File: src/logic/ts_pkg.sv
package ts_pkg;

	// every packet opens with this byte, flagged by mpeg_sync.
	localparam logic [7:0] SYNC_BYTE = 8'h47;

	localparam int PACKET_BYTES = 188;

	// packets are stored four bytes to a word, byte 0 in the low lane.
	localparam int WORD_BYTES   = 4;
	localparam int PACKET_WORDS = PACKET_BYTES / WORD_BYTES;

	localparam int PID_W = 13;

	// one in-lock byte of the stream and its position in the packet.
	typedef struct packed {
		logic [7:0] data;
		logic [7:0] index; // 0 to 187.
		logic       valid;
	} ts_beat_t;

	// strobed with the beat of index 2, once the whole PID is known.
	typedef struct packed {
		logic [PID_W-1:0] pid;
		logic             valid;
	} ts_hdr_t;

endpackage

File: src/logic/ctl_pkg.sv
package ctl_pkg;

	typedef enum logic [1:0] {
		CMD_NOP,
		CMD_SET_PID,
		CMD_CAPTURE
	} host_cmd_e;

	// filter entry held by each slot.
	typedef struct packed {
		logic [ts_pkg::PID_W-1:0] pid;
		logic                     enable;
	} pid_entry_t;

	// one word of a captured packet on its way to the host.
	typedef struct packed {
		logic [ts_pkg::WORD_BYTES*8-1:0] data;
		logic [5:0]                      index; // word number, 0 to 46.
		logic                            valid;
	} rd_word_t;

endpackage

File: src/logic/pid_slot.sv
module pid_slot #(
	parameter int COUNT_W = 32
) (
	input  logic                clk,
	input  logic                rst_n,
	input  logic                match_enable,
	input  ts_pkg::ts_beat_t    beat,
	input  ts_pkg::ts_hdr_t     hdr,
	input  logic                pid_wr,
	input  ctl_pkg::pid_entry_t wr_entry,
	input  logic                cap_req,
	input  logic [5:0]          rd_addr,
	output ctl_pkg::pid_entry_t entry,
	output logic [COUNT_W-1:0]  count,
	output logic                cap_ready,
	output logic [31:0]         rd_data
);

	typedef enum logic [1:0] {
		S_IDLE,
		S_ARMED,
		S_FILL,
		S_HELD
	} slot_state_e;

	slot_state_e state;
	logic        got_start; // byte 0 of the current packet is in the buffer.
	logic        hdr_match;
	logic        buf_wr;
	logic [5:0]  wr_word;
	logic [1:0]  wr_lane;
	logic [31:0] pkt_buf [ts_pkg::PACKET_WORDS];

	assign hdr_match = hdr.valid && entry.enable && match_enable && (hdr.pid == entry.pid);

	// the header bytes are written before the PID is known.
	assign buf_wr  = beat.valid && ((state == S_ARMED) || (state == S_FILL));
	assign wr_word = beat.index[7:2];
	assign wr_lane = beat.index[1:0];

	assign cap_ready = (state == S_HELD);

	always_ff @(posedge clk) begin
		if (!rst_n) begin
			entry <= '0;
			count <= '0;
		end else begin
			if (pid_wr) begin
				entry <= wr_entry;
			end
			if (hdr_match) begin
				count <= count + 1'b1;
			end
		end
	end

	always_ff @(posedge clk) begin
		if (!rst_n) begin
			state     <= S_IDLE;
			got_start <= 1'b0;
		end else begin
			case (state)
				S_IDLE: begin
					got_start <= 1'b0;
					if (cap_req) begin
						state <= S_ARMED;
					end
				end
				S_ARMED: begin
					// only a packet seen from its first byte may be kept.
					if (beat.valid && (beat.index == 8'd0)) begin
						got_start <= 1'b1;
					end else if (hdr.valid) begin
						got_start <= 1'b0;
						if (hdr_match && got_start) begin
							state <= S_FILL;
						end
					end
				end
				S_FILL: begin
					if (beat.valid && (beat.index == ts_pkg::PACKET_BYTES - 1)) begin
						state <= S_HELD;
					end
				end
				S_HELD: begin
					if (cap_req) begin
						state <= S_IDLE; // release after readout.
					end
				end
				default: begin
					state <= S_IDLE;
				end
			endcase
		end
	end

	always_ff @(posedge clk) begin
		if (buf_wr) begin
			pkt_buf[wr_word][{wr_lane, 3'b000} +: 8] <= beat.data;
		end
		rd_data <= pkt_buf[rd_addr];
	end

	// a held packet stays intact while the host drains it.
	assert property (@(posedge clk) disable iff (!rst_n)
		(state == S_HELD) |-> !buf_wr);

endmodule

File: config.mk
export PLATFORM = sky130hd
export DESIGN_NAME = pid_slot
export DESIGN_NICKNAME = d
export VERILOG_FILES = /design/src/logic/ts_pkg.sv /design/src/logic/ctl_pkg.sv /design/src/logic/pid_slot.sv
export SDC_FILE = /design/constraint.sdc
export NUM_CORES = 2
export LEC_CHECK = 0
export BUFFER_PORTS_ARGS = -buffer_cell sky130_fd_sc_hd__clkbuf_2
export CORE_ASPECT_RATIO = 1.1
export CORE_MARGIN = 4
export CORE_UTILIZATION = 60
export CTS_BUF_LIST = sky130_fd_sc_hd__clkbuf_8 sky130_fd_sc_hd__clkbuf_16
export CTS_CLUSTER_SIZE = 28
export DETAILED_ROUTE_END_ITERATION = 8
export PLACE_DENSITY = 0.89
export SYNTH_ARGS = -nofsm -noshare
export SYNTH_HDL_FRONTEND = slang
export SYNTH_SLANG_ARGS = --single-unit
File: constraint.sdc
create_clock -name clk -period 2.8 [get_ports clk]
set_clock_uncertainty 0.2 [all_clocks]
set_input_delay 0.28 -clock clk [delete_from_list [all_inputs] [get_ports clk]]
set_output_delay 0.28 -clock clk [all_outputs]
set_load 0.01 [all_outputs]
==> impl_metrics.ini <==
[outcome]
outcome = finished, violations left
violations = design-rule violations, negative setup slack

[grt]
antenna_found_initial = 10
grt_pass1_wl_mm = 269
overflow = 0
grt_pass1_vias = 37460
grt_max_degree = 64
grt_use_total_pct = 34.5

[sta]
tightest_slew_ns = 1.14
report.final.slew_viol_count = 0
period_minus_slack_ns = 2.81
rsz0062_at_grt = false
clock.fmax_mhz = 356
whs_ns = 0.0898
period_share_pct = 100
slew_headroom_pct = 23.8
hold_violations = 0
finalSetupTns_ns = -0.0510
fin_ws_ns = -0.0125
finalSetupViolations = 5

[die]
die_h_um = 345
rows = 123
dieArea_mm2 = 0.108
core_mm2 = 0.102
initial_core_util_pct = 60.5
die_w_um = 314
pin_count = 135

[critical_path]
crit_fanout = 47
endpoint_kind = register
crit_chain = inv_1 > ha_2 > buf_4 > nand3_2 > buf_6 > nor2_1 > buf_4
slowest_delay_ns = 0.48
cp_num_buf_inv = 4
cp_slowest_cell = ha_2
cp-start-kind = register
crit_arrival_ns = 3.06
crit_type = register to register
path_common_cell = buf_4
critical_path_required_ns = 3.05
critPathTopFamily = buffers and inverters

[power_and_ir_drop]
ir_worst_vdd_v = 0.000751
power.leakage_nw = 24.8
finalPower_w = 0.0491
power_density_mw_per_mm2 = 687

[route]
drt_iter0_markers = 7242
drc = 124
avgViaCountPerCell = 7.35
wl_mm = 189
wl_per_cell_um = 36.7
ant_nets = 0
first_pass_iters = 9
vias = 37894

[synthesis]
synth_fp_nets = 3265
synth.largest_area_cell = edfxtp_1
syn_avg_cell_area_um2 = 19.4
synthDistinctLibCells = 49
synthFlopType = edfxtp_1
synth.area.top_cells = edfxtp_1, mux4_2, mux2i_1, dfxtp_1, nor2_1
yosysMostFrequentCell = edfxtp_1
async_flop_share_pct = 0
ys_seq_elements = 1585
syn-instance-count = 3200
netlist_area_mm2 = 0.0620
synth_edf_count = 1504
yosys_warnings = 0
synth_top_cell_area_share_pct = 72.9
synth-seq-area-share_pct = 75.5
synth_common_cells = edfxtp_1, mux4_2, nor2_1, mux2i_1, nand2_1

[final_layout]
drive_gt1_share_pct = 26.8
stdcell_area_mm2 = 0.0715
syn_to_final_growth_pct = 15.4
multi_input_area_mm2 = 0.0142
fin_nets = 3721
n_fill_cell = 5300
finalNonFillerCells = 5155
register_area_mm2 = 0.0468

[clocking]
postCtsSetupRepairBufs = 0
cts_root_buffer = clkbuf_16
clkLatencyLatePin_ns = 0.78
cts.path.max_buffers = 3
cts-buffers-inserted = 143
tritoncts_num_sinks = 1585
h-tree-depth = 4
clkTransAtPathRegs_ns = 0.07
cts_tree = yes

[placed_design]
placed_cells = 4851
place_congestion = 0.932
place_area_mm2 = 0.0664
io_buffers = 134
dp_hpwl_mm = 105

[min_path]
hp-class = input pin to register

[run]
cap_violations = 0
## worst reg2reg max path, stage by stage (launching register included)
cell	delay, ns
dfxtp_1	0.44
inv_1	0.12
ha_2	0.48
buf_4	0.23
nand3_2	0.13
buf_6	0.27
nor2_1	0.33
buf_4	0.29
## per-layer routing
metal / part of all wire, % / track usage (%) / up-vias
met5: 0.062 / 0.668 / -
met4: 8.5 / 21.3 / 12
met3: 15 / 10.5 / 1122
met2: 47 / 54.9 / 4363
met1: 29 / 41.5 / 18496
li1: - / - / 13901
## sequential cells by signal (all words and copies together), names as in the netlist
register	flops
state	2
pkt_buf	1504
count	32
entry	14
got_start	1
rd_data	32
## path summary, 6_finish.rpt
| kind | depth (start not counted) | end | slack [ns] | startpoint |
|---|---|---|---|---|
| worst max-delay path | 7 | pkt_buf[32][29]$_DFFE_PP_ | -0.01 | state[0]$_SDFFE_PN0P_ |
| worst min-delay path | 2 | pkt_buf[31][18]$_DFFE_PP_ | 0.09 | beat[11] |
| worst max register to register | 7 | pkt_buf[32][29]$_DFFE_PP_ | -0.01 | state[0]$_SDFFE_PN0P_ |
| worst min register to register | 2 | count[12]$_SDFFE_PN0N_ | 0.32 | count[12]$_SDFFE_PN0N_ |
## report_power, final
part / leakage (nW) / switching (W) / internal (W) / total [W]
clock: 2.46 / 0.00901 / 0.0109 / 0.0199
combinational: 7.29 / 0.00201 / 0.00113 / 0.00314
sequential: 15.0 / 0.000121 / 0.0259 / 0.0260
total: 24.8 / 0.0111 / 0.0379 / 0.0491
## timing repair
item	4_1_cts	5_1_grt
endpoints found under the setup margin	0	106
gates resized for setup	0	4
endpoints found under the hold margin	60	0
hold buffers	35	0
## cell usage in the layout, fill, tap and decap left out, types with 12 or more instances in the layout
master,synthesis,routed
clkinv_1,0,15
a21o_1,25,25
mux2i_1,184,184
buf_12,0,39
nand4_1,12,12
and2_1,35,34
nand2_1,139,139
bufinv_16,0,13
a221o_1,14,14
a221oi_1,50,50
clkbuf_2,0,130
nor2b_1,27,24
edfxtp_1,1504,1504
a21oi_1,77,77
nor2_1,227,224
dfxtp_1,81,81
a22oi_1,88,88
dlygate4sd3_1,0,35
clkinv_2,0,24
nand3_1,18,14
buf_4,7,290
o21ai_0,65,65
mux4_2,320,320
inv_1,14,59
clkbuf_16,0,146
or3_1,12,12
xor2_1,14,14
nand2b_1,14,14
## cells by family (layout without fill, tap and decap cells)
family	after synthesis	count (layout)	synth area share, %
adders and majority gates	9	9	0.182
xor gates and xnor gates	14	14	0.198
AOI/OAI and AO/OA	349	349	3.84
buffers and inverters	202	777	1.63
muxes	512	512	14.7
DFF	1585	1585	75.5
and+or+nand+nor	529	529	3.89
other	0	5	0
## stage by stage
stage	util [%]	worst slack, ns
floorplan	-	0.424
global placement	64.9	-0.0214
detailed placement	64.9	-0.0865
CTS	69.8	0.0246
global route	69.8	0.0344
finish	69.8	-0.0125
## final cells by class
cell class              instances  area share, %
diodes                          5         0.0175
clock buffers                 151           5.21
clock inverters               113           1.32
inverters                      15         0.0805
multi-input cells            1413           19.9
flip-flops and latches       1585           65.5
well taps                    1375           2.41
repair buffers                498           5.60
Note: power is estimated with default switching activity, not from simulation.
