`src/logic/ts_pkg.sv`:
```
package ts_pkg;

	// every packet opens with this byte, flagged by mpeg_sync.
	localparam logic [7:0] SYNC_BYTE = 8'h47;

	localparam int PACKET_BYTES = 188;

	// packets are stored four bytes to a word, byte 0 in the low lane.
	localparam int WORD_BYTES   = 4;
	localparam int PACKET_WORDS = PACKET_BYTES / WORD_BYTES;

	localparam int PID_W = 13;

	// one in-lock byte of the stream and its position in the packet.
	typedef struct packed {
		logic [7:0] data;
		logic [7:0] index; // 0 to 187.
		logic       valid;
	} ts_beat_t;

	// strobed with the beat of index 2, once the whole PID is known.
	typedef struct packed {
		logic [PID_W-1:0] pid;
		logic             valid;
	} ts_hdr_t;

endpackage

```
`src/logic/ctl_pkg.sv`:
```
package ctl_pkg;

	typedef enum logic [1:0] {
		CMD_NOP,
		CMD_SET_PID,
		CMD_CAPTURE
	} host_cmd_e;

	// filter entry held by each slot.
	typedef struct packed {
		logic [ts_pkg::PID_W-1:0] pid;
		logic                     enable;
	} pid_entry_t;

	// one word of a captured packet on its way to the host.
	typedef struct packed {
		logic [ts_pkg::WORD_BYTES*8-1:0] data;
		logic [5:0]                      index; // word number, 0 to 46.
		logic                            valid;
	} rd_word_t;

endpackage

```
`src/logic/host_port.sv`:
```
module host_port #(
	parameter  int NUM_SLOTS = 4,
	localparam int SEL_W     = (NUM_SLOTS > 1) ? $clog2(NUM_SLOTS) : 1
) (
	input  logic                       clk,
	input  logic                       rst_n,
	input  ctl_pkg::host_cmd_e         cmd,
	input  logic                       cmd_valid,
	input  logic [SEL_W-1:0]           cmd_slot,
	input  ctl_pkg::pid_entry_t        cmd_entry,
	input  logic [NUM_SLOTS-1:0]       cap_ready,
	input  logic [NUM_SLOTS-1:0][31:0] rd_data,
	output logic [NUM_SLOTS-1:0]       pid_wr,
	output ctl_pkg::pid_entry_t        wr_entry,
	output logic [NUM_SLOTS-1:0]       cap_req,
	output logic [5:0]                 rd_addr,
	output ctl_pkg::rd_word_t          rd_word,
	output logic                       rd_done,
	output logic                       busy
);

	typedef enum logic [1:0] {
		R_IDLE,
		R_WAIT,
		R_READ,
		R_RELEASE
	} rd_state_e;

	rd_state_e        state;
	logic [SEL_W-1:0] rd_slot;
	logic [5:0]       rd_cnt; // word number of the data now on rd_data.
	logic             cap_cmd;

	assign cap_cmd = cmd_valid && (cmd == ctl_pkg::CMD_CAPTURE);

	always_ff @(posedge clk) begin
		if (!rst_n) begin
			pid_wr <= '0;
		end else begin
			pid_wr <= '0;
			if (cmd_valid && (cmd == ctl_pkg::CMD_SET_PID)) begin
				pid_wr[cmd_slot] <= 1'b1;
			end
		end
	end

	always_ff @(posedge clk) begin
		if (cmd_valid) begin
			wr_entry <= cmd_entry;
		end
	end

	always_ff @(posedge clk) begin
		if (!rst_n) begin
			state         <= R_IDLE;
			rd_slot       <= '0;
			rd_cnt        <= '0;
			rd_addr       <= '0;
			cap_req       <= '0;
			busy          <= 1'b0;
			rd_done       <= 1'b0;
			rd_word.valid <= 1'b0;
		end else begin
			cap_req       <= '0;
			rd_done       <= 1'b0;
			rd_word.valid <= 1'b0;
			case (state)
				R_IDLE: begin
					if (cap_cmd) begin
						cap_req[cmd_slot] <= 1'b1; // arms the slot.
						rd_slot           <= cmd_slot;
						busy              <= 1'b1;
						state             <= R_WAIT;
					end
				end
				R_WAIT: begin
					// rd_addr sits at 0 here, so word 0 is already on its way.
					if (cap_ready[rd_slot]) begin
						rd_addr <= 6'd1;
						rd_cnt  <= '0;
						state   <= R_READ;
					end
				end
				R_READ: begin
					rd_word.valid <= 1'b1;
					rd_word.data  <= rd_data[rd_slot];
					rd_word.index <= rd_cnt;
					rd_cnt        <= rd_cnt + 6'd1;
					if (rd_addr != ts_pkg::PACKET_WORDS - 1) begin
						rd_addr <= rd_addr + 6'd1;
					end
					if (rd_cnt == ts_pkg::PACKET_WORDS - 1) begin
						state <= R_RELEASE;
					end
				end
				R_RELEASE: begin
					cap_req[rd_slot] <= 1'b1; // frees the slot for the next capture.
					rd_done          <= 1'b1;
					busy             <= 1'b0;
					rd_addr          <= '0;
					state            <= R_IDLE;
				end
				default: begin
					state <= R_IDLE;
				end
			endcase
		end
	end

	assert property (@(posedge clk) disable iff (!rst_n)
		cmd_valid |-> (cmd_slot < NUM_SLOTS));

endmodule

```
`config.mk`:
```
export PLATFORM = sky130hd
export DESIGN_NAME = host_port
export DESIGN_NICKNAME = d
export VERILOG_FILES = /design/src/logic/ts_pkg.sv /design/src/logic/ctl_pkg.sv /design/src/logic/host_port.sv
export SDC_FILE = /design/constraint.sdc
export NUM_CORES = 1
export LEC_CHECK = 0
export ABC_AREA = 1
export BUFFER_PORTS_ARGS = -buffer_cell sky130_fd_sc_hd__buf_2
export CORE_UTILIZATION = 30
export CTS_CLUSTER_DIAMETER = 120
export CTS_CLUSTER_SIZE = 16
export DETAILED_ROUTE_END_ITERATION = 6
export MAX_ROUTING_LAYER = met4
export PLACE_DENSITY = 0.68
export SLEW_MARGIN = 20
export SYNTH_ARGS = -nofsm -noshare
export SYNTH_HDL_FRONTEND = slang
export SYNTH_SLANG_ARGS = --single-unit
```
`constraint.sdc`:
```
create_clock -name clk -period 3.8 [get_ports clk]
set_input_delay 1.14 -clock clk [delete_from_list [all_inputs] [get_ports clk]]
set_output_delay 1.14 -clock clk [all_outputs]
set_load 0.02 [all_outputs]
```
==> impl_metrics.env <==
export IMPL_dieWidth_um=114.9
export IMPL_startpoint_type="register"
export IMPL_p_leak_uw=0.002449
export IMPL_route_detailed_wl_per_inst_um=15.12
export IMPL_timing_final_setup_violations=0
export IMPL_cts_num_sinks=79
export IMPL_cts_tree="yes"
export IMPL_grt_pass1_vias=3595
export IMPL_synth_async_reset_ratio_pct=0
export IMPL_number_of_synthesized_flops_with_an_enable_pin=52
export IMPL_place_congestion=0.8443
export IMPL_highest_count_cells_in_the_layout_ignoring_fill_and_taps="sky130_fd_sc_hd__buf_2, sky130_fd_sc_hd__nand3_1, sky130_fd_sc_hd__edfxtp_1, sky130_fd_sc_hd__nand2_1, sky130_fd_sc_hd__a22oi_1"
export IMPL_hold_path_startpoint="rd_cnt[4]"
export IMPL_grtUsageTotal_pct=18.58
export IMPL_core_sq_mm=0.01221
export IMPL_combPwrFrac_pct=28.9
export IMPL_worst_endpoint_required_ns=3.99
export IMPL_timing_critical_path_from="rd_slot[0]"
export IMPL_outcome="finished, final reports clean"
export IMPL_power_switching_share_pct=33.41
export IMPL_critical_path_endpoint_type="register"
export IMPL_initial_utilization_pct=31.31
export IMPL_p_clk_share_pct=31.1
export IMPL_synth_yosys_seq_area_share_pct=54.97
export IMPL_num_vias=3885
export IMPL_post_cts_hold_buffer_count=0
export IMPL_peakVddDrop_uv=339.5
export IMPL_grt_remaining_overflow=0
export IMPL_share_of_yosys_cell_area_claimed_by_the_top_area_cell_type_pct=40.84
export IMPL_synth_largest_area_cell="sky130_fd_sc_hd__edfxtp_1"
export IMPL_dr_first_iter_drc_count=174
export IMPL_critical_path_buf_inv_count=2
export IMPL_postCtsSetupBuffers=0
export IMPL_p_per_area_mw_per_mm2=524.2
export IMPL_synth_area_leaders="sky130_fd_sc_hd__edfxtp_1, sky130_fd_sc_hd__nand3_1, sky130_fd_sc_hd__dfxtp_1, sky130_fd_sc_hd__a22oi_1, sky130_fd_sc_hd__nand2_1"
export IMPL_tns_ns=0
export IMPL_path_clk_slew_ns=0.06
export IMPL_maxCapViolations=0
export IMPL_grt_start_max_net_pins=47
export IMPL_yosysUniqueCellTypes=28
export IMPL_worst_r2r_startpoint="rd_slot[0]"
export IMPL_maxSlewViolCount=0
export IMPL_cp_cell_sequence="inv_6, nor2_2, buf_4, a22oi_1, nand3_1"
export IMPL_fin_worst_hold_slack_ns=0.5005
export IMPL_synthesis_instances=409
export IMPL_finalNetCount=784
export IMPL_critical_path_max_fanout=37
export IMPL_drc_errors=0
export IMPL_total_power_uw=2817
export IMPL_postSynthRegisterBits=79
export IMPL_number_of_buffers_inserted_during_clock_tree_synthesis=9
export IMPL_synth_top_flop_cell="sky130_fd_sc_hd__edfxtp_1"
export IMPL_path_delay_family="flip-flops"
export IMPL_slowest_delay_ns=0.76
export IMPL_io_buffers=221
export IMPL_timing_critical_path_slowest_stage_cell="sky130_fd_sc_hd__dfxtp_1"
export IMPL_netlist_area_sq_mm=0.003824
export IMPL_syn2layout_area_growth_pct=40.54
export IMPL_drtPass1Iterations=5
export IMPL_num_antenna_cells=0
export IMPL_final_hold_violation_count=0
export IMPL_critical_path_arrival_ns=2.38
export IMPL_cts_root_buffer="sky130_fd_sc_hd__clkbuf_16"
export IMPL_antenna_left=0
export IMPL_share_seq_of_total_power_pct=39.9
export IMPL_fp_dieH_um=114.9
export IMPL_hold_class="register to register"
export IMPL_cts_htree_levels=3
export IMPL_min_period_ns=2.192
export IMPL_layout_worst_path_cycle_share_pct=57.68
export IMPL_switchingPower_uw=941.0
export IMPL_tightestPinTransition_ns=0.6953
export IMPL_rows=40
export IMPL_final_common_cell="sky130_fd_sc_hd__buf_2"
export IMPL_power_internal_uw=1876
export IMPL_critPathKind="register to register"
export IMPL_wl_um=12020
export IMPL_yosys_warnings=0
export IMPL_timing_slew_headroom_pct=53.59
export IMPL_place_detailed_hpwl_um=9089
export IMPL_antenna_found_initial=0
export IMPL_fmax_ghz=0.4562
export IMPL_first_pass_grt_wire_length_um=17940
export IMPL_cts_repair_resize_count=0
export IMPL_grt_setup_unrepaired="false"
export IMPL_syn_area_per_cell_sq_um=9.349
export IMPL_die_area_sq_mm=0.01320
export IMPL_insertion_delay_ns=0.34
export IMPL_vias_per_cell=4.887
export IMPL_total_nets_after_synthesis=571
export IMPL_clockBufferDepth=2
export IMPL_fraction_of_final_layout_cells_sized_beyond_drive_strength_1_pct=40.99
export IMPL_io_pins=222
export IMPL_final_setup_skew_ns=0.008451
worst reg2reg max path, cell delays in order (launching register included):
cell and delay, ns:
sky130_fd_sc_hd__dfxtp_1 0.76, sky130_fd_sc_hd__inv_6 0.26, sky130_fd_sc_hd__nor2_2 0.36, sky130_fd_sc_hd__buf_4 0.37, sky130_fd_sc_hd__a22oi_1 0.17, sky130_fd_sc_hd__nand3_1 0.12
registers in the layout, indices dropped and copies added, names as in the netlist:
signal / cells
cap_req: 4
state: 2
wr_entry: 14
rd_addr: 6
rd_word: 39
rd_slot: 2
rd_cnt: 6
pid_wr: 4
busy: 1
rd_done: 1
cells in the mapped netlist (2+ instances only):
cell,count
sky130_fd_sc_hd__nand3_1,115
sky130_fd_sc_hd__edfxtp_1,52
sky130_fd_sc_hd__nand2_1,48
sky130_fd_sc_hd__a22oi_1,31
sky130_fd_sc_hd__dfxtp_1,27
sky130_fd_sc_hd__inv_1,27
sky130_fd_sc_hd__nor2_1,24
sky130_fd_sc_hd__a21oi_1,12
sky130_fd_sc_hd__clkbuf_1,12
sky130_fd_sc_hd__buf_2,9
sky130_fd_sc_hd__ha_1,9
sky130_fd_sc_hd__o21ai_0,8
sky130_fd_sc_hd__nand2_2,6
sky130_fd_sc_hd__nand4_1,6
sky130_fd_sc_hd__nor3_1,5
sky130_fd_sc_hd__a211oi_1,3
sky130_fd_sc_hd__buf_6,2
sky130_fd_sc_hd__inv_2,2
sky130_fd_sc_hd__or2_2,2
cells by family after synthesis:
group           count (synthesis)  synth area share, %
xor+xnor                        1               0.2291
fa+ha+maj                       9                2.945
flops                          79                54.97
buf+inv                        55                6.315
compound gates                 56                9.588
simple gates                  209                25.95
worst paths after layout:
kind         cells after the start          end  slack (ns)
min reg2reg                      0   rd_word[5]        0.50
max reg2reg                      5  rd_word[11]        1.61
min                              0   rd_word[5]        0.50
max                              5  rd_word[11]        1.61
cell type report:
class | instances | area [sq um]
well taps | 168 | 210.2
multi-input cells | 275 | 1483
repair buffers | 226 | 1144
clock buffers | 13 | 292.8
clock inverters | 3 | 20.02
fillers | 1212 | 6838
flip-flops and latches | 79 | 2103
inverters | 31 | 121.4
power groups by stage:
stage / Combinational [uW] / Clock [uW] / Sequential, uW
after global routing: 905 / 939 / 1140
final: 815 / 877 / 1130
after global placement: 799 / 0 / 1140
after floorplan: 435 / 0 / 1230
after CTS: 821 / 898 / 1130
after detailed placement: 817 / 0 / 1140
metrics by stage:
stage	std cells	cell area, sq um	utilization (%)	setup slack (ns)
floorplan	409	3824	-	1.316
global placement	779	5061	41.44	1.385
detailed placement	779	5061	41.44	1.317
CTS	795	5374	44.01	1.596
global route	795	5374	44.01	1.411
finish	795	5374	44.01	1.608
routing by layer:
layer	vias to the layer above	GRT usage [%]	routed length (um)
li1	1890	-	-
met1	1807	18.78	4338
met2	165	33.25	6420
met3	23	5.324	912
met4	0	8.225	350
met5	-	-	0
(Power assumes the default switching activity.)
