--- config.mk ---
export PLATFORM = sky130hd
export DESIGN_NAME = ts_sync_align
export DESIGN_NICKNAME = d
export VERILOG_FILES = /design/src/logic/ts_pkg.sv /design/src/logic/ts_sync_align.sv
export SDC_FILE = /design/constraint.sdc
export NUM_CORES = 1
export LEC_CHECK = 0
export BUFFER_PORTS_ARGS = -buffer_cell sky130_fd_sc_hd__buf_2
export CAP_MARGIN = 10
export CORE_MARGIN = 5
export CORE_UTILIZATION = 55
export DETAILED_ROUTE_END_ITERATION = 6
export PLACE_DENSITY = 0.91
export SLEW_MARGIN = 25
export SYNTH_ARGS = -nofsm -noshare
export SYNTH_HDL_FRONTEND = slang
export SYNTH_SLANG_ARGS = --single-unit
--- constraint.sdc ---
create_clock -name clk -period 5.9 [get_ports clk]
set_input_delay 0 -clock clk [delete_from_list [all_inputs] [get_ports clk]]
set_output_delay 0 -clock clk [all_outputs]
set_load 0.01 [all_outputs]
--- src/logic/ts_pkg.sv ---
package ts_pkg;

	// every packet opens with this byte, flagged by mpeg_sync.
	localparam logic [7:0] SYNC_BYTE = 8'h47;

	localparam int PACKET_BYTES = 188;

	// packets are stored four bytes to a word, byte 0 in the low lane.
	localparam int WORD_BYTES   = 4;
	localparam int PACKET_WORDS = PACKET_BYTES / WORD_BYTES;

	localparam int PID_W = 13;

	// one in-lock byte of the stream and its position in the packet.
	typedef struct packed {
		logic [7:0] data;
		logic [7:0] index; // 0 to 187.
		logic       valid;
	} ts_beat_t;

	// strobed with the beat of index 2, once the whole PID is known.
	typedef struct packed {
		logic [PID_W-1:0] pid;
		logic             valid;
	} ts_hdr_t;

endpackage

--- src/logic/ts_sync_align.sv ---
module ts_sync_align (
	input  logic             clk,
	input  logic             rst_n,
	input  logic [7:0]       mpeg_data,
	input  logic             mpeg_valid,
	input  logic             mpeg_sync,
	output ts_pkg::ts_beat_t beat,
	output ts_pkg::ts_hdr_t  hdr
);

	logic       locked;
	logic [7:0] byte_idx; // index the next in-lock byte will take.
	logic [4:0] pid_hi;   // low bits of header byte 1.
	logic       sof;
	logic       take;

	// a flagged byte that is not the sync value does not start a packet.
	assign sof  = mpeg_valid && mpeg_sync && (mpeg_data == ts_pkg::SYNC_BYTE);
	assign take = mpeg_valid && (sof || locked);

	always_ff @(posedge clk) begin
		if (!rst_n) begin
			locked     <= 1'b0;
			byte_idx   <= '0;
			beat.valid <= 1'b0;
			hdr.valid  <= 1'b0;
		end else begin
			beat.valid <= take;
			hdr.valid  <= 1'b0;
			if (take) begin
				beat.data <= mpeg_data;
			end
			if (sof) begin
				locked     <= 1'b1;
				byte_idx   <= 8'd1;
				beat.index <= 8'd0;
			end else if (take) begin
				beat.index <= byte_idx;
				byte_idx   <= byte_idx + 8'd1;
				if (byte_idx == 8'd1) begin
					pid_hi <= mpeg_data[4:0];
				end
				if (byte_idx == 8'd2) begin
					hdr.valid <= 1'b1;
					hdr.pid   <= {pid_hi, mpeg_data};
				end
				// the last byte drops lock until the next sync byte.
				if (byte_idx == ts_pkg::PACKET_BYTES - 1) begin
					locked <= 1'b0;
				end
			end
		end
	end

	// a beat index past the packet end would corrupt the slot buffers.
	assert property (@(posedge clk) disable iff (!rst_n)
		beat.valid |-> (beat.index < ts_pkg::PACKET_BYTES));

endmodule

==> results.json, run 1 <==
{
  "synth_ff_type": "edfxtp_1",
  "whs_path_depth": 4,
  "yosysMostFrequentCell": "edfxtp_1",
  "setup_violations": 0,
  "syn-cell-area_mm2": 0.001663,
  "grt_pass1_vias": 1053,
  "tritoncts": "done",
  "worstMarginPinSlew_ps": 962.6,
  "finalCriticalPeriod_ps": 2073,
  "reg2reg_depth": 3,
  "reg2reg_to": "hdr[2]$_DFFE_PP_",
  "ir_drop_mv": 0.1625,
  "gp_congestion": 0.7772,
  "start_util": 0.5584,
  "ys_seq_area_frac": 0.7464,
  "cts.sinks": 45,
  "synthSimpleGateAreaFrac": 0.1226,
  "io_pins": 43,
  "worst_setup_path_start_kind": "input port",
  "critPathKind": "in2reg",
  "ys_async_sr_fraction": 0,
  "synth-compound-area-share": 0.07976,
  "synthAdderAreaFrac": 0.02257,
  "drv_slew": 0,
  "die_w_um": 64.99,
  "synth_xor_area_frac": 0.01053,
  "dieArea_mm2": 0.004223,
  "cp-startpoint": "mpeg_data[5]",
  "numCtsBuffers": 5,
  "avgSynthCellArea_um2": 15.40,
  "period_share": 0.3514,
  "synth_area_leaders": "edfxtp_1, dfxtp_1, ha_1",
  "cts_root_buf": "clkbuf_4",
  "ant_nets": 0,
  "drcViolationCount": 0,
  "yosysTopAreaCellShare": 0.6140,
  "maxCapViolations": 0,
  "grt_usage": 0.1620,
  "gr-total-overflow": 0,
  "hold_path_class": "in2reg",
  "arrival_ps": 2090,
  "critPathRequiredTime_ps": 5920,
  "synth_edf_count": 34,
  "rows": 20,
  "end_kind": "register",
  "fmax_mhz": 482.4,
  "hold_start": "mpeg_valid",
  "routedWlPerCell_um": 15.39,
  "die_y_um": 64.99,
  "nNetsFinal": 179,
  "dp_hpwl_mm": 2.210,
  "synth.ff_latch_count": 45,
  "slew_headroom": 0.3548,
  "clkLatencyLatePin_ps": 350,
  "status": "complete, no violations",
  "regArea_mm2": 0.001241,
  "syn_nets": 123,
  "finalHoldViolCount": 0,
  "critical_path_peak_fanout": 13,
  "synth_largest_area_cell": "edfxtp_1",
  "ys_types": 29,
  "r2r_slack_ps": 3900,
  "r2r_start": "byte_idx[3]$_SDFFE_PN0N_",
  "wl_mm": 3.048,
  "syn_inst": 108,
  "synth_commonest_cells": "edfxtp_1, dfxtp_1",
  "ctsHtreeMaxLevel": 2,
  "utilization": 0.6962,
  "worstHoldEndpoint": "byte_idx[2]$_SDFFE_PN0N_",
  "drtIter0Drc": 52,
  "portBuffers": 42,
  "power.density_mw_per_mm2": 256.2,
  "dr.pass1.iters": 4,
  "rsz0062_at_grt": "false",
  "fin_setup_tns_ps": 0,
  "multi_input_area_um2": 396.6,
  "leakage_nw": 0.7806,
  "diodes": 0,
  "grt_pass1_wl_mm": 4.995,
  "synth_top_family_by_area": "simple AND/OR/NAND/NOR gates",
  "layout-drive-gt1-share": 0.3212,
  "grt_max_degree": 15,
  "cts_max_path_buffers": 2,
  "antenna_found_initial": 0,
  "core_mm2": 0.002978,
  "syn_to_final_growth_pct": 24.68,
  "synth_mux_area_frac": 0,
  "via_count": 1050,
  "yosysWarnings": 0,
  "clk_pin_slew_ps": 110,
  "fill_cells": 198,
  "viasPerCell": 5.303,
  "finClkSkew_ps": 7.071
}
## sequential cells by signal (all words and copies together), names as in the netlist
name      flops
hdr          14
locked        1
pid_hi        5
beat         17
byte_idx      8
## how the worst max path moves through the flow
stage	endpoint	slack [ps]
finish	beat[12]$_DFFE_PP_	3830
global placement	hdr[11]$_DFFE_PP_	3950
detailed placement	hdr[13]$_DFFE_PP_	3900
global route	hdr[2]$_DFFE_PP_	3690
floorplan	hdr[10]$_DFFE_PP_	3740
CTS	beat[12]$_DFFE_PP_	3800
## layout by cell type (no fill, tap or decap), drive strengths merged, types with 2 or more instances in the layout
master,synthesis,layout
nor2b,5,5
nand2,4,4
ha,3,3
dfxtp,11,11
or4,2,2
dlygate4sd3,0,9
nor3,4,4
inv,4,4
a21oi,5,5
nor2,5,5
edfxtp,34,34
nand4,3,3
o21ai,3,3
clkbuf,1,5
buf,1,42
nand3,3,3
o31ai,3,3
o21a,5,5
or3,3,3
## kinds of logic after synthesis
group,after synthesis
buffers and inverters,6
AO/OA/AOI/OAI,18
XOR/XNOR,2
AND/OR/NAND/NOR,34
adder cells (fa/ha/maj),3
flip-flops,45
## metrics by stage
| step | instances | total power, W | hold WS (ps) | setup slack (ps) | cell area [um2] |
|---|---|---|---|---|---|
| after floorplan | 108 | 0.0003484 | 98.87 | 3740 | 1663 |
| after global placement | 181 | 0.0003552 | 208.7 | 3950 | 1904 |
| after detailed placement | 181 | 0.0003556 | 209.3 | 3900 | 1904 |
| after CTS | 198 | 0.0005361 | 51.87 | 3803 | 2073 |
| after global routing | 198 | 0.0005535 | 98.63 | 3694 | 2073 |
| final | 198 | 0.0005312 | 55.50 | 3827 | 2073 |
## power by group
group          switching, W  leakage, nW  total [W]  internal (W)
logic            0.00000711        0.334  0.0000148    0.00000773
registers      0.0000000439        0.408   0.000338      0.000338
clock network     0.0000906       0.0389   0.000178     0.0000877
total             0.0000978        0.781   0.000531      0.000433
## final cells by class
class                           count  area share
Clock buffer                        5     0.01810
Inverter                            4    0.007242
Timing Repair Buffer               51      0.1448
Tap cell                           33     0.01992
Multi-Input combinational cell     57      0.1913
Sequential cell                    45      0.5987
Clock inverter                      3     0.01992
## critical path: stages
cell	delay (ps)
dlygate4sd3_1	520
buf_2	130
or4b_4	570
nor3_4	440
o21a_1	420
## repair_timing
action | 4_1_cts | 5_1_grt
gates resized for setup | 0 | 0
setup endpoints to repair | 0 | 0
hold buffers | 9 | 0
setup buffers | 0 | 0
hold endpoints to repair | 24 | 0
## routing by layer
| layer | global-route usage | vias up | share of wire |
|---|---|---|---|
| met3 | 0.04506 | 7 | 0.053 |
| met2 | 0.2822 | 30 | 0.53 |
| li1 | - | 518 | - |
| met1 | 0.1845 | 495 | 0.40 |
| met5 | 0 | - | 0 |
| met4 | 0.07124 | 0 | 0.019 |
Power figures use the tool's default switching activity.
==> run 2, diff against run 1 <==
Settings changed: ABC_AREA set to 1, CORE_UTILIZATION 55 to 52, PLACE_DENSITY 0.91 to 0.86.
Clock period 5.9 ns to 2 ns, I/O delays scaled along.
==> results.json, run 2 <==
{
  "io_pins": 43,
  "synth_commonest_cells": "edfxtp_1, nand2_1, nor2_1",
  "synth_area_leaders": "edfxtp_1, dfxtp_1, nand2_1",
  "rows": 21,
  "crit_chain": "dlygate4sd3_1 -> buf_2 -> inv_1 -> nand2_1 -> nor2_2 -> nand3_2 -> nand2_4 -> nand2_4 -> clkinv_2 -> nand2_2 -> nor2_1",
  "clkLatencyLatePin_ps": 350,
  "critPathRequiredTime_ps": 2020,
  "ys_types": 22,
  "synth_ff_type": "edfxtp_1",
  "worst_path_max_delay_cell": "dlygate4sd3_1",
  "cts_root_buf": "clkbuf_4",
  "fin_cells": 259,
  "largestRegisters": "beat: 17 flops, hdr: 14 flops, byte_idx: 8 flops",
  "cts.sinks": 45,
  "diodes": 0,
  "status": "complete, no violations",
  "finalCriticalPeriod_ps": 1756,
  "ctsHtreeMaxLevel": 2,
  "ctsHoldBuffers": 9,
  "critPathTopFamily": "simple AND/OR/NAND/NOR gates",
  "largest_reg_flops": 17,
  "rsz0062_at_grt": "false",
  "ant_nets": 0,
  "via_count": 1258,
  "grt_pass1_vias": 1120,
  "yosysMostFrequentCell": "edfxtp_1",
  "ys_seq_area_frac": 0.7025,
  "die_y_um": 68.29,
  "dr.pass1.iters": 5,
  "utilization": 0.6704,
  "syn_inst": 152,
  "final_common_cell": "buf_2",
  "dp_hpwl_mm": 2.284,
  "cpPeakStageDelay_ps": 540,
  "leakage_nw": 0.8962,
  "die_w_um": 68.29,
  "synth_edf_count": 34,
  "portBuffers": 42,
  "post_cts_buffers": 0,
  "ys_async_sr_fraction": 0,
  "end_kind": "register",
  "drtIter0Drc": 66,
  "wl_mm": 3.181,
  "routedWlPerCell_um": 12.28,
  "period_share": 0.8779,
  "syn_to_final_growth_pct": 25.64,
  "place_inst": 242,
  "start_util": 0.5336,
  "dieArea_mm2": 0.004663,
  "worstMarginPinSlew_ps": 396.6,
  "grt_usage": 0.1572,
  "finClkSkew_ps": 7.722,
  "fmax_mhz": 569.5,
  "syn_nets": 167,
  "antenna_found_initial": 0,
  "maxCapViolations": 0,
  "core_mm2": 0.003311,
  "syn-cell-area_mm2": 0.001767,
  "finalHoldViolCount": 0,
  "tritoncts": "done",
  "yosysWarnings": 0,
  "path_common_cell": "nand2_4",
  "clk_pin_slew_ps": 120,
  "cts_max_path_buffers": 2,
  "numCtsBuffers": 5,
  "synth.ff_latch_count": 45,
  "critical_path_peak_fanout": 10,
  "critPathKind": "in2reg",
  "gp_congestion": 0.8473,
  "nNetsFinal": 227,
  "arrival_ps": 1770,
  "final_cell_mix": "buf_2, edfxtp_1, nand2_1",
  "setup_violations": 0,
  "grt_pass1_wl_mm": 5.278,
  "path_buf_inv": 4,
  "fin_setup_tns_ps": 0,
  "slew_headroom": 0.7346,
  "yosysTopAreaCellShare": 0.5779,
  "cts_resized": 0,
  "drcViolationCount": 0,
  "drv_slew": 0,
  "grt_max_degree": 15,
  "r2r_slack_ps": 410,
  "synth_largest_area_cell": "edfxtp_1",
  "viasPerCell": 4.857,
  "gr-total-overflow": 0,
  "largest_register": "beat",
  "avgSynthCellArea_um2": 11.62,
  "layout-drive-gt1-share": 0.2958,
  "worst_setup_path_start_kind": "input port",
  "power.density_mw_per_mm2": 717.4,
  "hold_path_class": "in2reg",
  "ir_drop_mv": 0.4815
}
[run 2: path summary, 6_finish.rpt]
check | from | end | depth (start not counted)
worst max-delay path | mpeg_data[3] | pid_hi[3]$_DFFE_PP_ | 11
worst min-delay path | mpeg_valid | byte_idx[7]$_SDFFE_PN0N_ | 3
worst max register to register | byte_idx[6]$_SDFFE_PN0N_ | pid_hi[3]$_DFFE_PP_ | 5
worst min register to register | pid_hi[3]$_DFFE_PP_ | hdr[12]$_DFFE_PP_ | 0
[run 2: metal layers]
layer,part of all wire,up-vias,GRT usage
li1,-,622,-
met1,0.42,582,0.1951
met2,0.50,48,0.2587
met3,0.061,6,0.03120
met4,0.022,0,0.08189
met5,0,-,0
[run 2: kinds of logic (layout without fill, tap and decap cells)]
group / count (synthesis) / in the layout / synth area share
buffers and inverters: 20 / 81 / 0.04745
AO/OA/AOI/OAI: 9 / 9 / 0.02549
flip-flops: 45 / 45 / 0.7025
AND/OR/NAND/NOR: 72 / 72 / 0.1884
adder cells (fa/ha/maj): 3 / 3 / 0.02125
XOR/XNOR: 3 / 3 / 0.01488
[run 2: worst reg2reg max path: stages, from the launching register on]
cell and delay [ps]:
dfxtp_1 350, inv_1 120, nand4_1 110, nor3_1 240, nand2_1 100, nor2_1 350
[run 2: cell type report]
type                       count  area [um2]
sequential                    45        1241
inverter                      18       68.82
clock buffer                   6       41.29
multi-input combinational     87       441.7
fill                         257        1091
tap                           46       57.56
clock inverter                 2       38.79
timing repair buffer          55       330.3
[run 2: report_power, final]
part	leakage [nW]	internal, W	total, W	switching (W)
clock network	0.0424	0.000266	0.000546	0.000280
logic	0.455	0.0000239	0.0000491	0.0000252
registers	0.398	0.000997	0.000997	0.000000136
[run 2: metrics by stage]
stage / hold WS [ps] / instance area (um2) / power [W] / setup WS (ps)
2_1_floorplan: 98.87 / 1767 / 0.001035 / 268.4
3_3_place_gp: 207.8 / 2049 / 0.001052 / 462.4
3_5_place_dp: 210.2 / 2049 / 0.001053 / 400.4
4_1_cts: 27.64 / 2220 / 0.001597 / 273.1
5_1_grt: 43.14 / 2220 / 0.001651 / 141.2
6_report: 37.36 / 2220 / 0.001592 / 244.2
